==> config.mk <==
export PLATFORM = sky130hd
export DESIGN_NAME = result_drive_flat
export DESIGN_NICKNAME = d
export VERILOG_FILES = /design/src/hdl/fetch_pkg.sv /design/src/hdl/fetch_if.sv /design/src/hdl/result_drive.sv /design/src/flat_wrapper.sv
export VERILOG_INCLUDE_DIRS = /design/src /design/src/include
export SDC_FILE = /design/constraint.sdc
export NUM_CORES = 1
export LEC_CHECK = 0
export BUFFER_PORTS_ARGS = -buffer_cell sky130_fd_sc_hd__buf_2
export CORE_AREA = 2 2 201 203
export CTS_CLUSTER_SIZE = 10
export DETAILED_ROUTE_END_ITERATION = 10
export DIE_AREA = 0 0 203 205
export GPL_ROUTABILITY_DRIVEN = 0
export GPL_TIMING_DRIVEN = 0
export MAX_ROUTING_LAYER = met4
export SLEW_MARGIN = 20
export SYNTH_ARGS = -nofsm -noshare
export SYNTH_HDL_FRONTEND = slang
export SYNTH_SLANG_ARGS = --single-unit
==> constraint.sdc <==
create_clock -name clock -period 3.4 [get_ports clock]
set_input_delay 0.51 -clock clock [delete_from_list [all_inputs] [get_ports clock]]
set_output_delay 0.51 -clock clock [all_outputs]
set_load 0.1 [all_outputs]
==> src/include/fetch_axi.svh <==
`ifndef FETCH_AXI_SVH
`define FETCH_AXI_SVH

// Line refill burst: four beats of 64 bits
`define FETCH_AR_LEN   8'd3

// 8 bytes per beat
`define FETCH_AR_SIZE  3'b011

// Incrementing burst
`define FETCH_AR_BURST 2'b01

`endif

==> src/hdl/fetch_pkg.sv <==
package fetch_pkg;

  // ------------------------------------------------
  // Cache geometry
  // ------------------------------------------------
  localparam int LINE_BYTES  = 16;
  localparam int LINE_WORDS  = 4;                     // 32-bit instructions per line
  localparam int INDEX_BITS  = 4;                     // 16 sets
  localparam int TAG_BITS    = 24;                    // Address bits 31:8
  localparam int LINE_BITS   = LINE_BYTES * 8;
  localparam int OFFSET_BITS = $clog2(LINE_BYTES);

  // ------------------------------------------------
  // AXI AR field widths
  // ------------------------------------------------
  localparam int AR_LEN_BITS   = 8;
  localparam int AR_SIZE_BITS  = 3;
  localparam int AR_BURST_BITS = 2;

  // Result stage FSM
  typedef enum logic [2:0] {
    IDLE,
    WAIT_ARREADY,
    WAIT_RVALID,
    HIT_READY,
    FILL_READY,
    CSR_WAIT,
    DRAIN             // Burst still running after a flush
  } drive_state_e;

endpackage

==> src/hdl/fetch_if.sv <==
`timescale 1ns/10ps

// Item passed between fetch stages
interface fetch_stage_if #(
  parameter int WAY_BITS = 3
);
  logic                            valid;
  logic                            ready;
  logic [31:0]                     pc;
  logic                            hit;
  logic [WAY_BITS-1:0]             way;
  logic [fetch_pkg::LINE_BITS-1:0] line;

  modport source (output valid, pc, hit, way, line, input ready);
  modport sink   (input valid, pc, hit, way, line, output ready);
endinterface

// Line write from the refill logic into the cache arrays
interface cache_fill_if #(
  parameter int WAY_BITS = 3
);
  logic                             wen;
  logic [fetch_pkg::INDEX_BITS-1:0] index;
  logic [WAY_BITS-1:0]              way;
  logic [fetch_pkg::TAG_BITS-1:0]   tag;
  logic [fetch_pkg::LINE_BITS-1:0]  data;

  modport source (output wen, index, way, tag, data);
  modport sink   (input wen, index, way, tag, data);
endinterface

==> src/hdl/result_drive.sv <==
`timescale 1ns/10ps
`include "fetch_axi.svh"

module result_drive #(
  parameter int NUM_WAYS = 8
) (
  input  logic                                  clock,
  input  logic                                  reset,
  input  logic                                  flush_i,
  input  logic                                  csr_wait_i,
  input  logic                                  csr_commit_i,
  input  logic                                  inst_ready_i,
  output logic                                  inst_valid_o,
  output logic [31:0]                           inst_o,
  output logic [31:0]                           pc_o,
  fetch_stage_if.sink                           in,
  cache_fill_if.source                          fill,
  // AXI read address
  input  logic                                  arready_i,
  output logic                                  arvalid_o,
  output logic [31:0]                           araddr_o,
  output logic [fetch_pkg::AR_LEN_BITS-1:0]     arlen_o,
  output logic [fetch_pkg::AR_SIZE_BITS-1:0]    arsize_o,
  output logic [fetch_pkg::AR_BURST_BITS-1:0]   arburst_o,
  // AXI read data
  input  logic                                  rvalid_i,
  output logic                                  rready_o,
  input  logic [63:0]                           rdata_i,
  input  logic                                  rlast_i
);

  localparam int WAY_BITS = (NUM_WAYS > 1) ? $clog2(NUM_WAYS) : 1;
  localparam int OFF      = fetch_pkg::OFFSET_BITS;

  fetch_pkg::drive_state_e state_q;
  fetch_pkg::drive_state_e state_d;

  logic [31:0]                     pc_q;
  logic [fetch_pkg::LINE_BITS-1:0] line_q;        // Line buffer
  logic [1:0]                      beat_q;
  logic                            flush_pend_q;  // Flush seen before AR handshake
  logic [7:0]                      lfsr_q;
  logic [WAY_BITS-1:0]             fill_way_q;
  logic                            fill_wen_q;
  logic                            accept;
  logic                            deliver;
  logic                            ar_xfer;
  logic                            r_xfer;

  assign in.ready = (state_q == fetch_pkg::IDLE);
  assign accept   = in.valid && in.ready;
  assign deliver  = inst_valid_o && inst_ready_i;
  assign ar_xfer  = arvalid_o && arready_i;
  assign r_xfer   = rvalid_i && rready_o;

  // ------------------------------------------------
  // State machine
  // ------------------------------------------------
  always_comb begin
    state_d = state_q;
    unique case (state_q)
      fetch_pkg::IDLE: begin
        if (accept && !flush_i) begin
          state_d = in.hit ? fetch_pkg::HIT_READY : fetch_pkg::WAIT_ARREADY;
        end
      end
      fetch_pkg::WAIT_ARREADY: begin
        if (arready_i) begin
          state_d = (flush_pend_q || flush_i) ? fetch_pkg::DRAIN : fetch_pkg::WAIT_RVALID;
        end
      end
      fetch_pkg::WAIT_RVALID: begin
        if (r_xfer && rlast_i) begin
          state_d = flush_i ? fetch_pkg::IDLE : fetch_pkg::FILL_READY;
        end else if (flush_i) begin
          state_d = fetch_pkg::DRAIN;
        end
      end
      fetch_pkg::HIT_READY, fetch_pkg::FILL_READY: begin
        if (flush_i) begin
          state_d = fetch_pkg::IDLE;     // Redirect discards the pending item
        end else if (deliver) begin
          state_d = csr_wait_i ? fetch_pkg::CSR_WAIT : fetch_pkg::IDLE;
        end
      end
      fetch_pkg::CSR_WAIT: begin
        if (csr_commit_i) state_d = fetch_pkg::IDLE;
      end
      fetch_pkg::DRAIN: begin
        if (r_xfer && rlast_i) state_d = fetch_pkg::IDLE;   // Line still gets written
      end
      default: state_d = fetch_pkg::IDLE;
    endcase
  end

  always_ff @(posedge clock) begin
    if (reset) begin
      state_q      <= fetch_pkg::IDLE;
      flush_pend_q <= 1'b0;
      beat_q       <= 2'd0;
      fill_wen_q   <= 1'b0;
      lfsr_q       <= 8'h5d;
    end else begin
      state_q    <= state_d;
      fill_wen_q <= r_xfer && rlast_i;    // One-cycle fill after the last beat
      lfsr_q     <= {lfsr_q[6:0], lfsr_q[7] ^ lfsr_q[5] ^ lfsr_q[4] ^ lfsr_q[3]};
      if (ar_xfer) begin
        flush_pend_q <= 1'b0;
      end else if ((state_q == fetch_pkg::WAIT_ARREADY) && flush_i) begin
        flush_pend_q <= 1'b1;
      end
      if (r_xfer) begin
        beat_q <= rlast_i ? 2'd0 : beat_q + 2'd1;
      end
    end
  end

  // ------------------------------------------------
  // Line buffer and refill payload
  // ------------------------------------------------
  always_ff @(posedge clock) begin
    if (accept) begin
      pc_q   <= in.pc;
      line_q <= in.line;
    end else if (r_xfer) begin
      // Beat k carries words 2k and 2k+1; beats past the line end are dropped
      for (int w = 0; w < fetch_pkg::LINE_WORDS; w++) begin
        if (int'(beat_q) == w / 2) begin
          line_q[w*32 +: 32] <= rdata_i[(w % 2)*32 +: 32];
        end
      end
    end
    if (r_xfer && rlast_i) begin
      fill_way_q <= lfsr_q[WAY_BITS-1:0];   // Pseudo-random victim
    end
  end

  // Decode side
  assign inst_valid_o = ((state_q == fetch_pkg::HIT_READY) ||
                         (state_q == fetch_pkg::FILL_READY)) && !flush_i;
  assign inst_o       = line_q[{pc_q[OFF-1:2], 5'b00000} +: 32];
  assign pc_o         = pc_q;

  // Cache fill
  assign fill.wen   = fill_wen_q;
  assign fill.index = pc_q[OFF +: fetch_pkg::INDEX_BITS];
  assign fill.tag   = pc_q[31 -: fetch_pkg::TAG_BITS];
  assign fill.way   = fill_way_q;
  assign fill.data  = line_q;

  // AXI master
  assign arvalid_o = (state_q == fetch_pkg::WAIT_ARREADY);
  assign araddr_o  = {pc_q[31:OFF], {OFF{1'b0}}};   // Line aligned
  assign arlen_o   = `FETCH_AR_LEN;
  assign arsize_o  = `FETCH_AR_SIZE;
  assign arburst_o = `FETCH_AR_BURST;
  assign rready_o  = (state_q == fetch_pkg::WAIT_RVALID) || (state_q == fetch_pkg::DRAIN);

endmodule

==> src/flat_wrapper.sv <==
// flat-port wrapper written by rule: the top's interface ports become plain ports
module result_drive_flat 
#(
  parameter int NUM_WAYS = 8
)
  (clock, reset, flush_i, csr_wait_i, csr_commit_i, inst_ready_i, inst_valid_o, inst_o, pc_o, arready_i, arvalid_o, araddr_o, arlen_o, arsize_o, arburst_o, rvalid_i, rready_o, rdata_i, rlast_i, in_valid, in_pc, in_hit, in_way, in_line, in_ready, fill_wen, fill_index, fill_way, fill_tag, fill_data);
  fetch_stage_if in_i ();
  cache_fill_if fill_i ();
  input  logic clock;
  input  logic reset;
  input  logic flush_i;
  input  logic csr_wait_i;
  input  logic csr_commit_i;
  input  logic inst_ready_i;
  output logic inst_valid_o;
  output logic [31:0] inst_o;
  output logic [31:0] pc_o;
  input  logic arready_i;
  output logic arvalid_o;
  output logic [31:0] araddr_o;
  output logic [fetch_pkg::AR_LEN_BITS-1:0] arlen_o;
  output logic [fetch_pkg::AR_SIZE_BITS-1:0] arsize_o;
  output logic [fetch_pkg::AR_BURST_BITS-1:0] arburst_o;
  input  logic rvalid_i;
  output logic rready_o;
  input  logic [63:0] rdata_i;
  input  logic rlast_i;
  input wire logic [$bits(in_i.valid)-1:0] in_valid;
  input wire logic [$bits(in_i.pc)-1:0] in_pc;
  input wire logic [$bits(in_i.hit)-1:0] in_hit;
  input wire logic [$bits(in_i.way)-1:0] in_way;
  input wire logic [$bits(in_i.line)-1:0] in_line;
  output wire logic [$bits(in_i.ready)-1:0] in_ready;
  output wire logic [$bits(fill_i.wen)-1:0] fill_wen;
  output wire logic [$bits(fill_i.index)-1:0] fill_index;
  output wire logic [$bits(fill_i.way)-1:0] fill_way;
  output wire logic [$bits(fill_i.tag)-1:0] fill_tag;
  output wire logic [$bits(fill_i.data)-1:0] fill_data;
  assign in_i.valid = in_valid;
  assign in_i.pc = in_pc;
  assign in_i.hit = in_hit;
  assign in_i.way = in_way;
  assign in_i.line = in_line;
  assign in_ready = in_i.ready;
  assign fill_wen = fill_i.wen;
  assign fill_index = fill_i.index;
  assign fill_way = fill_i.way;
  assign fill_tag = fill_i.tag;
  assign fill_data = fill_i.data;
  result_drive #(.NUM_WAYS(NUM_WAYS)) u_core (.clock(clock), .reset(reset), .flush_i(flush_i), .csr_wait_i(csr_wait_i), .csr_commit_i(csr_commit_i), .inst_ready_i(inst_ready_i), .inst_valid_o(inst_valid_o), .inst_o(inst_o), .pc_o(pc_o), .in(in_i), .fill(fill_i), .arready_i(arready_i), .arvalid_o(arvalid_o), .araddr_o(araddr_o), .arlen_o(arlen_o), .arsize_o(arsize_o), .arburst_o(arburst_o), .rvalid_i(rvalid_i), .rready_o(rready_o), .rdata_i(rdata_i), .rlast_i(rlast_i));
endmodule
==> impl_results.md <==
- Clock-pin slew on the worst setup and hold paths: 70 ps
- Max incr delay on CP: 610 ps
- CP max FO: 10
- Initial Utilization: 0.210
- CTS Root Cell: clkbuf_16
- Buffers on Ports: between 400 and 500
- Vias per cell: around 4.1
- Synth top area cells: edfxtp_1 59%, nand2_1 15%, mux4_2 8.7%
- Max-slew headroom: 0.391
- Total gr overflow: 0
- Vias in the first global route: a little over 7000
- Fin crit period: between 3000 and 4000 ps
- CP cell instances: clkbuf_1 > buf_2 > mux4_2 > buf_2
- Arr. time, crit path: about 2700 ps
- CTS Hold Bufs: 0
- Critical path depth: 4
- WL/cell: approximately 19 microns
- Die area: approximately 42000 sq um
- Die X: 203 microns
- Worst-margin pin slew: 913 ps
- IO Count: just over 500
- Startpoint types: register
- Fin. max-slew vios: 0
- Std-Cell Rows: 73
- Crit path top cell by count: buf_2
- Syn Area/Cell: 11.7 sq um
- Routed wire length: around 34000 microns
- Share of cells above drive strength 1: 0.529
- Post-CTS setup buffers: 0
- Status: finished, final reports clean
- RR Startpoint: u_core.state_q[1]
- Drt drc: 0
- Final setup viols: 0
- Worst clock skew: 7.13 ps
- Cell taking the most area after synthesis: edfxtp_1
- Initial antenna violation count: 2
- Most frequent cells in the layout: 510 x buf_2, 330 x nand2_1, 163 x edfxtp_1, 76 x buf_4, 32 x mux4_2
- Commonest non-fill, non-tap cell in the layout: buf_2
- CP required: ~2900 ps
- Slowest cell on crit path: mux4_2
- Synth unique cells: 36
- Number of synthesized register bits: 178
- Hpwl dp: 26200 microns
- Synth Cell Area: slightly above 8000 sq um
- Max_cap viols: 0
- Largest net degree at the start of global routing: 44
- RSZ-0062 raised after global routing: false
- # clock sinks: around 180
- H-Tree Level Count: 4
- Critical Path Start: u_core.pc_o[2]
- Min-Delay Path Class: in2reg
- Gr usage total: 0.160
- Detail Route Antenna Nets: 0
- Area fraction of the dominant cell type after synthesis: 0.592
- CTS tree: built
- Via count: 7339
- Cell depth of the worst flop-to-flop path: 6
- Critical path buffers and inverters: 3
- TritonRoute pass-1 iters: 5
- Setup TNS: 0 ps
- Min Hold Slack: 220 ps
- Final core area utilization: 0.307
- Die H: slightly above 200 microns
- Final period util: 0.928
- Mapped Cells: 705
- Fin. Hold Viols: 0
- Core ar.: 39400 sq um
- Yosys warnings: 0
- Setup CP Type: reg2out
- Synth-to-Final Area Change: 46.4%
- Max Clock Freq: 0.317 GHz
- Cell family with most CP delay: buffers and inverters
- CTS Buf Count: 17
- Post-cts sizing count: 0
- Sequential area share after synthesis: 0.629
- R2R setup slack: approximately 740 ps
- First-pass GRT wire length: roughly 46000 microns
- DR iter-0 viols: between 500 and 600
- Post-layout net count: approximately 1500
- FF-to-FF End: u_core.fill.data[53]
- Worst Setup End Kind: output pin
- CTS max path bufs: 2
- End of the critical path: inst_o[30]
- Clock latency on the worst-skew pair: 460 ps
## sequential cells by signal (all words and copies together) (netlist names)
register	count
u_core.lfsr_q	8
u_core.fill.wen	1
u_core.state_q	3
u_core.fill.data	128
u_core.beat_q	2
u_core.fill.way	3
u_core.pc_o	32
u_core.flush_pend_q	1
## worst reg2reg max path, delay by kind of cell, from the launching register on
kind	cells	cell delay, ps
flops	1	510
buf+inv	3	1110
simple gates	3	780
## area by class of cell
type / count / area [sq um]
tap: 525 / 657
antenna: 1 / 2.50
sequential: 178 / 5190
fill: 4070 / 27300
clock inverter: 12 / 133
inverter: 4 / 15.0
clock buffer: 20 / 437
timing repair buffer: 493 / 2520
buffer: 104 / 701
multi-input combinational: 434 / 2430
## worst min path at each step
stage                                 from                 end  slack, ps  depth (start not counted)
final                            in_pc[17]     u_core.pc_o[17]        220                          1
after global routing              in_pc[2]      u_core.pc_o[2]        180                          1
after CTS                         in_pc[2]      u_core.pc_o[2]        180                          1
after detailed placement  u_core.lfsr_q[0]  u_core.fill.way[0]        410                          0
after global placement    u_core.lfsr_q[1]  u_core.fill.way[1]        410                          0
after floorplan           u_core.lfsr_q[1]  u_core.fill.way[1]        400                          0
## per-stage QoR
| stage | instances | area [sq um] | setup slack [ps] |
|---|---|---|---|
| finish | 1771 | 12100 | 244 |
| global route | 1771 | 12100 | 8.13 |
| CTS | 1770 | 12100 | 91.5 |
| detailed placement | 1738 | 11500 | 556 |
| global placement | 1735 | 11400 | -159 |
| floorplan | 720 | 8330 | 311 |
## cell families after synthesis
| group | count (synthesis) | synth area share |
|---|---|---|
| buffers and inverters | 108 | 0.0866 |
| muxes | 33 | 0.0884 |
| other | 2 | 0.000909 |
| xor gates and xnor gates | 3 | 0.00318 |
| and+or+nand+nor | 365 | 0.176 |
| adders and majority gates | 2 | 0.00303 |
| DFF | 178 | 0.629 |
| AOI/OAI and AO/OA | 14 | 0.0133 |
## routing by layer
layer	global-route usage	share of wire	wire, microns
met5	-	0	0
met4	0.0592	0.023	763
met3	0.0374	0.075	2530
met2	0.274	0.52	17300
met1	0.183	0.39	13000
## synthesized netlist by cell type (all sizes together)
master   number
a2111oi       1
nor2          4
mux4         32
xor2          2
mux2i         1
or2           4
edfxtp      163
a211oi        4
and2          2
a211o         1
o21bai        1
buf          98
conb          2
ha            2
nand2       332
or4           1
a21oi         4
or3b          2
dfxtp        15
nand3b        2
nand2b        4
or3           2
inv           4
clkbuf        6
or2b          1
and3          2
xnor2         1
nor2b         6
nor3          3
a32o          3
Power is left out: the tool's default activity adds up to more than one toggle a clock period on the data nets, which glitch-free logic cannot reach.
