$ cat config.mk
export PLATFORM = sky130hd
export DESIGN_NAME = pc_gen_flat
export DESIGN_NICKNAME = d
export VERILOG_FILES = /design/src/include/fetch_axi.svh /design/src/hdl/fetch_pkg.sv /design/src/hdl/fetch_if.sv /design/src/hdl/pc_gen.sv /design/src/flat_wrapper.sv
export SDC_FILE = /design/constraint.sdc
export NUM_CORES = 1
export LEC_CHECK = 0
export BUFFER_PORTS_ARGS = -buffer_cell sky130_fd_sc_hd__clkbuf_2
export CAP_MARGIN = 20
export CORE_MARGIN = 4
export CORE_UTILIZATION = 39
export CTS_BUF_LIST = sky130_fd_sc_hd__clkbuf_8
export DETAILED_ROUTE_END_ITERATION = 8
export PLACE_DENSITY = 0.89
export SKIP_LAST_GASP = 1
export SYNTH_ARGS = -nofsm -noshare
export SYNTH_HDL_FRONTEND = slang
export SYNTH_SLANG_ARGS = --single-unit
$ cat constraint.sdc
create_clock -name clock -period 2.2 [get_ports clock]
set_input_delay 0.33 -clock clock [delete_from_list [all_inputs] [get_ports clock]]
set_output_delay 0.33 -clock clock [all_outputs]
set_load 0.01 [all_outputs]
$ cat src/include/fetch_axi.svh
`ifndef FETCH_AXI_SVH
`define FETCH_AXI_SVH

// Line refill burst: four beats of 64 bits
`define FETCH_AR_LEN   8'd3

// 8 bytes per beat
`define FETCH_AR_SIZE  3'b011

// Incrementing burst
`define FETCH_AR_BURST 2'b01

`endif

$ cat src/hdl/fetch_pkg.sv
package fetch_pkg;

  // ------------------------------------------------
  // Cache geometry
  // ------------------------------------------------
  localparam int LINE_BYTES  = 16;
  localparam int LINE_WORDS  = 4;                     // 32-bit instructions per line
  localparam int INDEX_BITS  = 4;                     // 16 sets
  localparam int TAG_BITS    = 24;                    // Address bits 31:8
  localparam int LINE_BITS   = LINE_BYTES * 8;
  localparam int OFFSET_BITS = $clog2(LINE_BYTES);

  // ------------------------------------------------
  // AXI AR field widths
  // ------------------------------------------------
  localparam int AR_LEN_BITS   = 8;
  localparam int AR_SIZE_BITS  = 3;
  localparam int AR_BURST_BITS = 2;

  // Result stage FSM
  typedef enum logic [2:0] {
    IDLE,
    WAIT_ARREADY,
    WAIT_RVALID,
    HIT_READY,
    FILL_READY,
    CSR_WAIT,
    DRAIN             // Burst still running after a flush
  } drive_state_e;

endpackage

$ cat src/hdl/fetch_if.sv
`timescale 1ns/10ps

// Item passed between fetch stages
interface fetch_stage_if #(
  parameter int WAY_BITS = 3
);
  logic                            valid;
  logic                            ready;
  logic [31:0]                     pc;
  logic                            hit;
  logic [WAY_BITS-1:0]             way;
  logic [fetch_pkg::LINE_BITS-1:0] line;

  modport source (output valid, pc, hit, way, line, input ready);
  modport sink   (input valid, pc, hit, way, line, output ready);
endinterface


$ cat src/hdl/pc_gen.sv
`timescale 1ns/10ps

module pc_gen #(
  parameter logic [31:0] RESET_PC = 32'h0000_0000
) (
  input  logic          clock,
  input  logic          reset,
  input  logic          flush_i,
  input  logic [31:0]   flush_pc_i,
  fetch_stage_if.source out
);

  logic [31:0] pc_q;
  logic        xfer;

  assign xfer = out.valid && out.ready;

  // ------------------------------------------------
  // PC register
  // ------------------------------------------------
  always_ff @(posedge clock) begin
    if (reset) begin
      pc_q <= RESET_PC;                // First fetch offered as reset drops
    end else if (flush_i) begin
      pc_q <= flush_pc_i;              // Redirect target goes out next cycle
    end else if (xfer) begin
      pc_q <= pc_q + 32'd4;            // Sequential fetch
    end
  end

  // Offered PC dropped in a flush cycle
  assign out.valid = !flush_i;
  assign out.pc    = pc_q;

  // No lookup result on this hop yet
  assign out.hit  = 1'b0;
  assign out.way  = '0;
  assign out.line = '0;

endmodule

$ cat src/flat_wrapper.sv
// flat-port wrapper written by rule: the top's interface ports become plain ports
module pc_gen_flat 
#(
  parameter logic [31:0] RESET_PC = 32'h0000_0000
)
  (clock, reset, flush_i, flush_pc_i, out_valid, out_pc, out_hit, out_way, out_line, out_ready);
  fetch_stage_if out_i ();
  input  logic clock;
  input  logic reset;
  input  logic flush_i;
  input  logic [31:0] flush_pc_i;
  output wire logic [$bits(out_i.valid)-1:0] out_valid;
  output wire logic [$bits(out_i.pc)-1:0] out_pc;
  output wire logic [$bits(out_i.hit)-1:0] out_hit;
  output wire logic [$bits(out_i.way)-1:0] out_way;
  output wire logic [$bits(out_i.line)-1:0] out_line;
  input wire logic [$bits(out_i.ready)-1:0] out_ready;
  assign out_valid = out_i.valid;
  assign out_pc = out_i.pc;
  assign out_hit = out_i.hit;
  assign out_way = out_i.way;
  assign out_line = out_i.line;
  assign out_i.ready = out_ready;
  pc_gen #(.RESET_PC(RESET_PC)) u_core (.clock(clock), .reset(reset), .flush_i(flush_i), .flush_pc_i(flush_pc_i), .out(out_i));
endmodule
==> impl_metrics.toml, run 1 <==
[yosys]
post_synth_inst_count = 353
synth-edff-count = 0
mappedNetlistArea_um2 = 2830
yosys_warnings = 0
synth_cell_types = 48
synth.avg_cell_area_um2 = 8.00
synth_flop_cell = "sky130_fd_sc_hd__dfxtp_1"
ys_ff_latch = 32
yosysSeqAreaShare_pct = 22.7
synth_async_sr_flop_share_pct = 0

[global_routing]
grt_pass1_vias = 2053
grt_start_max_net_pins = 42
gr_overflow_total = 0
grt_antenna_before_repair = 0
grt_use_total_pct = 14.9
grt_pass1_wl_um = 10300

[die]
boundaryPins = 201
std_cell_rows = 30
die_h_um = 93.1
die-width_um = 93.1
standard_cell_core_area_um2 = 6910
initial_utilization_pct = 40.9
die_area_um2 = 8670

[sta]
final.min_clock_period_ns = 2.12
setup_viol = 0
worst_clock_skew_ns = 0.00596
layout_worst_path_cycle_share_pct = 96.4
finalMaxSlewViolations = 0
pin_slew_with_the_least_headroom_to_its_limit_ns = 0.662
finalHoldViolCount = 0
aggregate_negative_setup_slack_ns = 0
fmax_mhz = 472
post_route_hold_slack_ns = 0.273
relSlewSlack_pct = 55.8

[detailed_routing]
route.antenna.remaining_nets = 0
detail_route.drc_violations = 0
wl_um = 6970
vias = 2394
wl_per_cell_um = 13.2
dr.first_iter.drc_count = 167
drt-pass1-iter-count = 4
routed_via_density = 4.54

[power_and_ir_drop]
power_mw = 1.48
power.density_nw_per_um2 = 502
worst_ir_drop_vdd_mv = 0.274
cellLeakagePower_nw = 1.44

[layout]
final_layout_size_suffix_gt1_share_pct = 24.1
storage_element_area_um2 = 644
number_of_filler_instances_in_the_final_layout = 707
largest_register_ffs = 32
antenna-diode-count = 0
final_net_count = 467
layout-area-overhead-vs-synth_pct = 4.47
multi_input_area_um2 = 1580

[setup_path]
critPathRequiredTime_ns = 2.39
highest_fanout_seen_on_the_critical_path = 14
cp.arrival_ns = 2.31
end_kind = "register"
type_of_the_worst_setup_path = "reg2reg"
setup.worst_path.start_class = "register"

[clock_network]
cts_tree = "built"
cts-htree-levels = 2
clk-insertion-delay-late_ns = 0.29
clk_path_buf_depth = 2
cts.hold.buffers_added = 0
cts_num_sinks = 32
cts_buffers = 5
cts-root-buf = "sky130_fd_sc_hd__clkbuf_8"
cts.reportedPaths.clkPinSlew_ns = 0.06

[place]
buffer_ports.inserted = 68
gp_congestion = 0.920
hpwl_um = 5620

[job]
max-cap-violations = 0

[worst_hold_path]
worst_hold_path_type = "in2reg"

[status]
run_status = "finished clean"
==> cell usage in the layout (no fill, tap or decap), drive strengths merged, types with 4 or more instances in the layout <==
master	n
conb	132
clkbuf	74
dfxtp	32
nor2	20
buf	18
nand2	13
inv	13
or4	12
a311oi	11
nand3	11
nand4	10
o31ai	9
a211oi	8
xnor2	6
o21ai	5
nor4	5
and4	5
xor2	5
a21oi	5
a31oi	4
and3	4
==> per-layer routing <==
layer  vias up  part of all wire, %  global-route usage [%]
met4         0                  2.5                    6.47
li1       1134                    -                       -
met1      1098                   37                    17.8
met3        16                  9.7                    3.30
met2       146                   51                    25.6
met5         -                    0                       0
==> report_power, final <==
part	switching, mW	leakage [nW]	internal (mW)
Combinational	0.235	1.12	0.111
Clock	0.216	0.0538	0.246
Sequential	0.0526	0.267	0.622
==> per-stage QoR <==
step	utilization [%]	cells	setup WS, ns	instance area (µm²)
floorplan	-	484	0.0804	3320
global placement	41.0	516	0.0916	2830
detailed placement	41.0	516	-0.00514	2830
CTS	42.5	526	0.0652	2940
global route	42.7	527	-0.0128	2950
finish	42.7	527	0.0803	2950
==> cell usage after synthesis, types with 2 or more instances <==
cell,instances,area (µm²)
sky130_fd_sc_hd__nand3_1,10,50.1
sky130_fd_sc_hd__and3_1,3,18.8
sky130_fd_sc_hd__o31ai_1,9,67.6
sky130_fd_sc_hd__o21ai_0,5,25.0
sky130_fd_sc_hd__or4_4,2,22.5
sky130_fd_sc_hd__a311oi_1,11,96.3
sky130_fd_sc_hd__buf_4,133,998
sky130_fd_sc_hd__nand4_1,10,62.6
sky130_fd_sc_hd__or3_1,2,12.5
sky130_fd_sc_hd__dfxtp_1,32,641
sky130_fd_sc_hd__nor2_1,20,75.1
sky130_fd_sc_hd__clkbuf_1,10,37.5
sky130_fd_sc_hd__and4_1,5,43.8
sky130_fd_sc_hd__a21oi_1,5,25.0
sky130_fd_sc_hd__nand2b_1,2,12.5
sky130_fd_sc_hd__buf_1,2,7.51
sky130_fd_sc_hd__nor4_1,5,31.3
sky130_fd_sc_hd__nor3_1,3,15.0
sky130_fd_sc_hd__a211oi_1,8,60.1
sky130_fd_sc_hd__inv_1,10,37.5
sky130_fd_sc_hd__o211a_1,2,20.0
sky130_fd_sc_hd__a31oi_1,4,25.0
sky130_fd_sc_hd__nand2_1,13,48.8
sky130_fd_sc_hd__xor2_1,5,43.8
sky130_fd_sc_hd__or4_1,10,75.1
sky130_fd_sc_hd__a2111oi_0,3,26.3
sky130_fd_sc_hd__xnor2_1,6,52.6
sky130_fd_sc_hd__mux2i_1,3,30.0
==> final cells by class <==
cell class / instances / share of cell area, %
clock buffers: 6 / 2.80
inverters: 11 / 1.40
multi-input cells: 294 / 53.5
repair buffers: 86 / 16.1
clock inverters: 2 / 0.254
flip-flops and latches: 32 / 21.8
well taps: 96 / 4.07
==> worst paths after layout <==
path | slack [ns] | depth (start not counted) | end | start
min | 0.27 | 2 | u_core.out.pc[6]$_SDFFE_PP0N_ | flush_pc_i[6]
min reg2reg | 0.52 | 2 | u_core.out.pc[0]$_SDFFE_PP0P_ | u_core.out.pc[0]$_SDFFE_PP0P_
max | 0.08 | 4 | u_core.out.pc[30]$_SDFFE_PP0N_ | u_core.out.pc[8]$_SDFFE_PP0N_
max reg2reg | 0.08 | 4 | u_core.out.pc[30]$_SDFFE_PP0N_ | u_core.out.pc[8]$_SDFFE_PP0N_
==> worst max-delay path: stages (launching register included) <==
cell and delay [ns]:
sky130_fd_sc_hd__dfxtp_1 0.41, sky130_fd_sc_hd__nand4_1 0.21, sky130_fd_sc_hd__or4_4 0.66, sky130_fd_sc_hd__or4_1 0.49, sky130_fd_sc_hd__a311oi_1 0.27
==> cells by family after synthesis <==
| kind of cell | after synthesis | share of synthesized area [%] |
|---|---|---|
| and+or+nand+nor | 95 | 19.5 |
| xor gates and xnor gates | 11 | 3.41 |
| AOI/OAI and AO/OA | 52 | 13.8 |
| DFF | 32 | 22.7 |
| muxes | 3 | 1.06 |
| adders and majority gates | 1 | 0.443 |
| buffers and inverters | 158 | 39.0 |
| other | 1 | 0.133 |
==> timing repair <==
action                     4_1_cts  5_1_grt
pin swaps                        1        2
setup endpoints to repair        1        5
resized for setup                0        4
buffers inserted                 2        1
Power figures use the tool's default switching activity.
==> run 2, diff against run 1 <==
--- a/config.mk
+++ b/config.mk
@@ -5,13 +5,14 @@
 export SDC_FILE = /design/constraint.sdc
 export NUM_CORES = 1
 export LEC_CHECK = 0
+export ABC_AREA = 1
 export BUFFER_PORTS_ARGS = -buffer_cell sky130_fd_sc_hd__clkbuf_2
 export CAP_MARGIN = 20
 export CORE_MARGIN = 4
-export CORE_UTILIZATION = 39
+export CORE_UTILIZATION = 40
 export CTS_BUF_LIST = sky130_fd_sc_hd__clkbuf_8
 export DETAILED_ROUTE_END_ITERATION = 8
-export PLACE_DENSITY = 0.89
+export PLACE_DENSITY = 0.88
 export SKIP_LAST_GASP = 1
 export SYNTH_ARGS = -nofsm -noshare
 export SYNTH_HDL_FRONTEND = slang
==> constraint.sdc (replaced) <==
create_clock -name clock -period 2.2 [get_ports clock]
set_input_delay 0.22 -clock clock [delete_from_list [all_inputs] [get_ports clock]]
set_output_delay 0.22 -clock clock [all_outputs]
set_load 0.01 [all_outputs]
==> impl_metrics.toml, run 2 <==
[yosys]
synth.avg_cell_area_um2 = 6.98
yosysSeqAreaShare_pct = 19.9
post_synth_most_frequent_cells = "132 x sky130_fd_sc_hd__buf_4, 91 x sky130_fd_sc_hd__nand2_1, 32 x sky130_fd_sc_hd__dfxtp_1, 30 x sky130_fd_sc_hd__nand3_1, 30 x sky130_fd_sc_hd__nor2_1"
yosys.cell_count.top_type = "sky130_fd_sc_hd__buf_4"
synth_cell_types = 31
synth_flop_cell = "sky130_fd_sc_hd__dfxtp_1"
synth.area.top_cells = "sky130_fd_sc_hd__buf_4 31%, sky130_fd_sc_hd__dfxtp_1 20%, sky130_fd_sc_hd__nand2_1 11%"
synth_async_sr_flop_share_pct = 0
yosysTopAreaCellShare_pct = 30.7
ys_ff_latch = 32
yosys_warnings = 0
post_synth_inst_count = 462
synth-edff-count = 0
yosysTopAreaCell = "sky130_fd_sc_hd__buf_4"
mappedNetlistArea_um2 = 3230

[clock_network]
clk_path_buf_depth = 2
cts.repair_timing.setup_buffer_count = 0
cts.hold.buffers_added = 0
cts_repair_resized_insts = 0
cts-htree-levels = 2
clk-insertion-delay-late_ns = 0.29
cts_num_sinks = 32
cts_tree = "built"
cts-root-buf = "sky130_fd_sc_hd__clkbuf_8"
cts_buffers = 5
cts.reportedPaths.clkPinSlew_ns = 0.06

[power_and_ir_drop]
cellLeakagePower_nw = 1.58
worst_ir_drop_vdd_mv = 0.259
power_mw = 1.41
power.density_nw_per_um2 = 437

[detailed_routing]
drt-pass1-iter-count = 4
routed_via_density = 4.28
met2_length_um = 3530
dr.first_iter.drc_count = 126
routed.top_layer = "met4"
vias = 2696
route.antenna.remaining_nets = 0
wl_met3_um = 730
wl_per_cell_um = 11.7
detail_route.wirelength.met1_um = 2980
detail_route.drc_violations = 0
wl_um = 7340

[setup_path]
critical_path.n_buffers_inverters = 0
cpMaxStageDelayCell = "sky130_fd_sc_hd__dfxtp_1"
highest_fanout_seen_on_the_critical_path = 6
critical-path-max-stage-delay_ns = 0.42
worstPathCellList = "ha_1, nand2_2, nor2_8, nand2_4, nor2_8, nor2_2, nor2_2, nand2_1, a21oi_2"
cp.arrival_ns = 1.81
type_of_the_worst_setup_path = "reg2reg"
end_kind = "register"
cpLargestDelayFamily = "simple AND/OR/NAND/NOR gates"
critPathRequiredTime_ns = 2.43
setup.worst_path.start_class = "register"

[layout]
layout_common_cells = "132 x sky130_fd_sc_hd__conb_1, 91 x sky130_fd_sc_hd__nand2_1, 68 x sky130_fd_sc_hd__clkbuf_2, 32 x sky130_fd_sc_hd__dfxtp_1"
layout.cell_area.non_filler_um2 = 3230
fin_util_pct = 41.6
number_of_filler_instances_in_the_final_layout = 860
final_layout_size_suffix_gt1_share_pct = 23.5
largest_register_ffs = 32
stdcell_count = 630
antenna-diode-count = 0
layout-area-overhead-vs-synth_pct = 0.194
final_net_count = 567
mostFrequentLayoutCell = "sky130_fd_sc_hd__conb_1"

[sta]
fmax_mhz = 631
setup_repair_after_global_routing_missed_its_margin = "no"
setup_viol = 0
finalMaxSlewViolations = 0
setup_ws_ns = 0.616
finalHoldViolCount = 0
layout_worst_path_cycle_share_pct = 72.0
final.min_clock_period_ns = 1.58
post_route_hold_slack_ns = 0.162
worst_clock_skew_ns = 0.00358
aggregate_negative_setup_slack_ns = 0

[global_routing]
grt_antenna_before_repair = 0
grt_start_max_net_pins = 30
grt_use_total_pct = 14.7
grt_pass1_vias = 2429
gr_overflow_total = 0
grt_pass1_wl_um = 11600

[die]
std_cell_rows = 32
die_h_um = 97.8
die-width_um = 97.8
boundaryPins = 201
standard_cell_core_area_um2 = 7770
initial_utilization_pct = 41.5
die_area_um2 = 9560

[job]
max-cap-violations = 0

[place]
dpl.cell_count = 625
gp_congestion = 0.959
buffer_ports.inserted = 68
hpwl_um = 6040
dp_slack_ns = 0.490
placedInstanceArea_um2 = 3160

[status]
run_status = "finished clean"

[worst_hold_path]
worst_hold_path_type = "in2reg"
==> run 2: cell types whose count changed in the layout (fill, tap and decap cells not counted), sizes merged, moves of 12 or more <==
cell / before / now
buf: 18 / 5
inv: 13 / 26
or4: 12 / 0
nand2: 13 / 104
a21oi: 5 / 24
a22oi: 0 / 19
nand3: 11 / 32
nor2: 20 / 52
==> run 2: path summary, 6_finish.rpt <==
kind,start,endpoint,slack [ns],cells after the start
setup / recovery,u_core.out.pc[2]$_SDFFE_PP0N_,u_core.out.pc[18]$_SDFFE_PP0N_,0.62,9
hold / removal,flush_pc_i[0],u_core.out.pc[0]$_SDFFE_PP0P_,0.16,3
setup reg to reg,u_core.out.pc[2]$_SDFFE_PP0N_,u_core.out.pc[18]$_SDFFE_PP0N_,0.62,9
hold reg to reg,u_core.out.pc[0]$_SDFFE_PP0P_,u_core.out.pc[0]$_SDFFE_PP0P_,0.52,2
==> run 2: worst min-delay path, cell delays in order <==
cell and delay, ns:
sky130_fd_sc_hd__clkbuf_2 0.07, sky130_fd_sc_hd__nor2_1 0.04, sky130_fd_sc_hd__nor2_1 0.08
==> run 2: area by class of cell <==
type / count / area (µm²) / share of cell area [%]
multi-input combinational: 392 / 1920 / 59.4
sequential: 32 / 641 / 19.8
timing repair buffer: 73 / 378 / 11.7
tap: 102 / 128 / 3.95
inverter: 26 / 97.6 / 3.02
clock buffer: 5 / 68.8 / 2.13
==> run 2: cells by family after synthesis <==
logic type | count (synthesis) | share of synthesized area (%)
compound gates | 59 | 11.8
flops | 32 | 19.9
buf+inv | 169 | 35.9
other cells | 1 | 0.116
xor+xnor | 6 | 1.63
simple gates | 194 | 30.4
fa+ha+maj | 1 | 0.388
==> run 2: per-layer routing <==
| layer | GRT usage, % | up-vias |
|---|---|---|
| met1 | 19.0 | 1214 |
| met4 | 4.47 | 0 |
| met5 | 0 | - |
| li1 | - | 1347 |
| met2 | 23.9 | 125 |
| met3 | 4.00 | 10 |
==> run 2: power by group <==
group	internal, mW	switching (mW)	leakage (nW)	total, mW
registers	0.616	0.0536	0.264	0.669
clock network	0.203	0.204	0.0359	0.407
logic	0.101	0.236	1.28	0.337
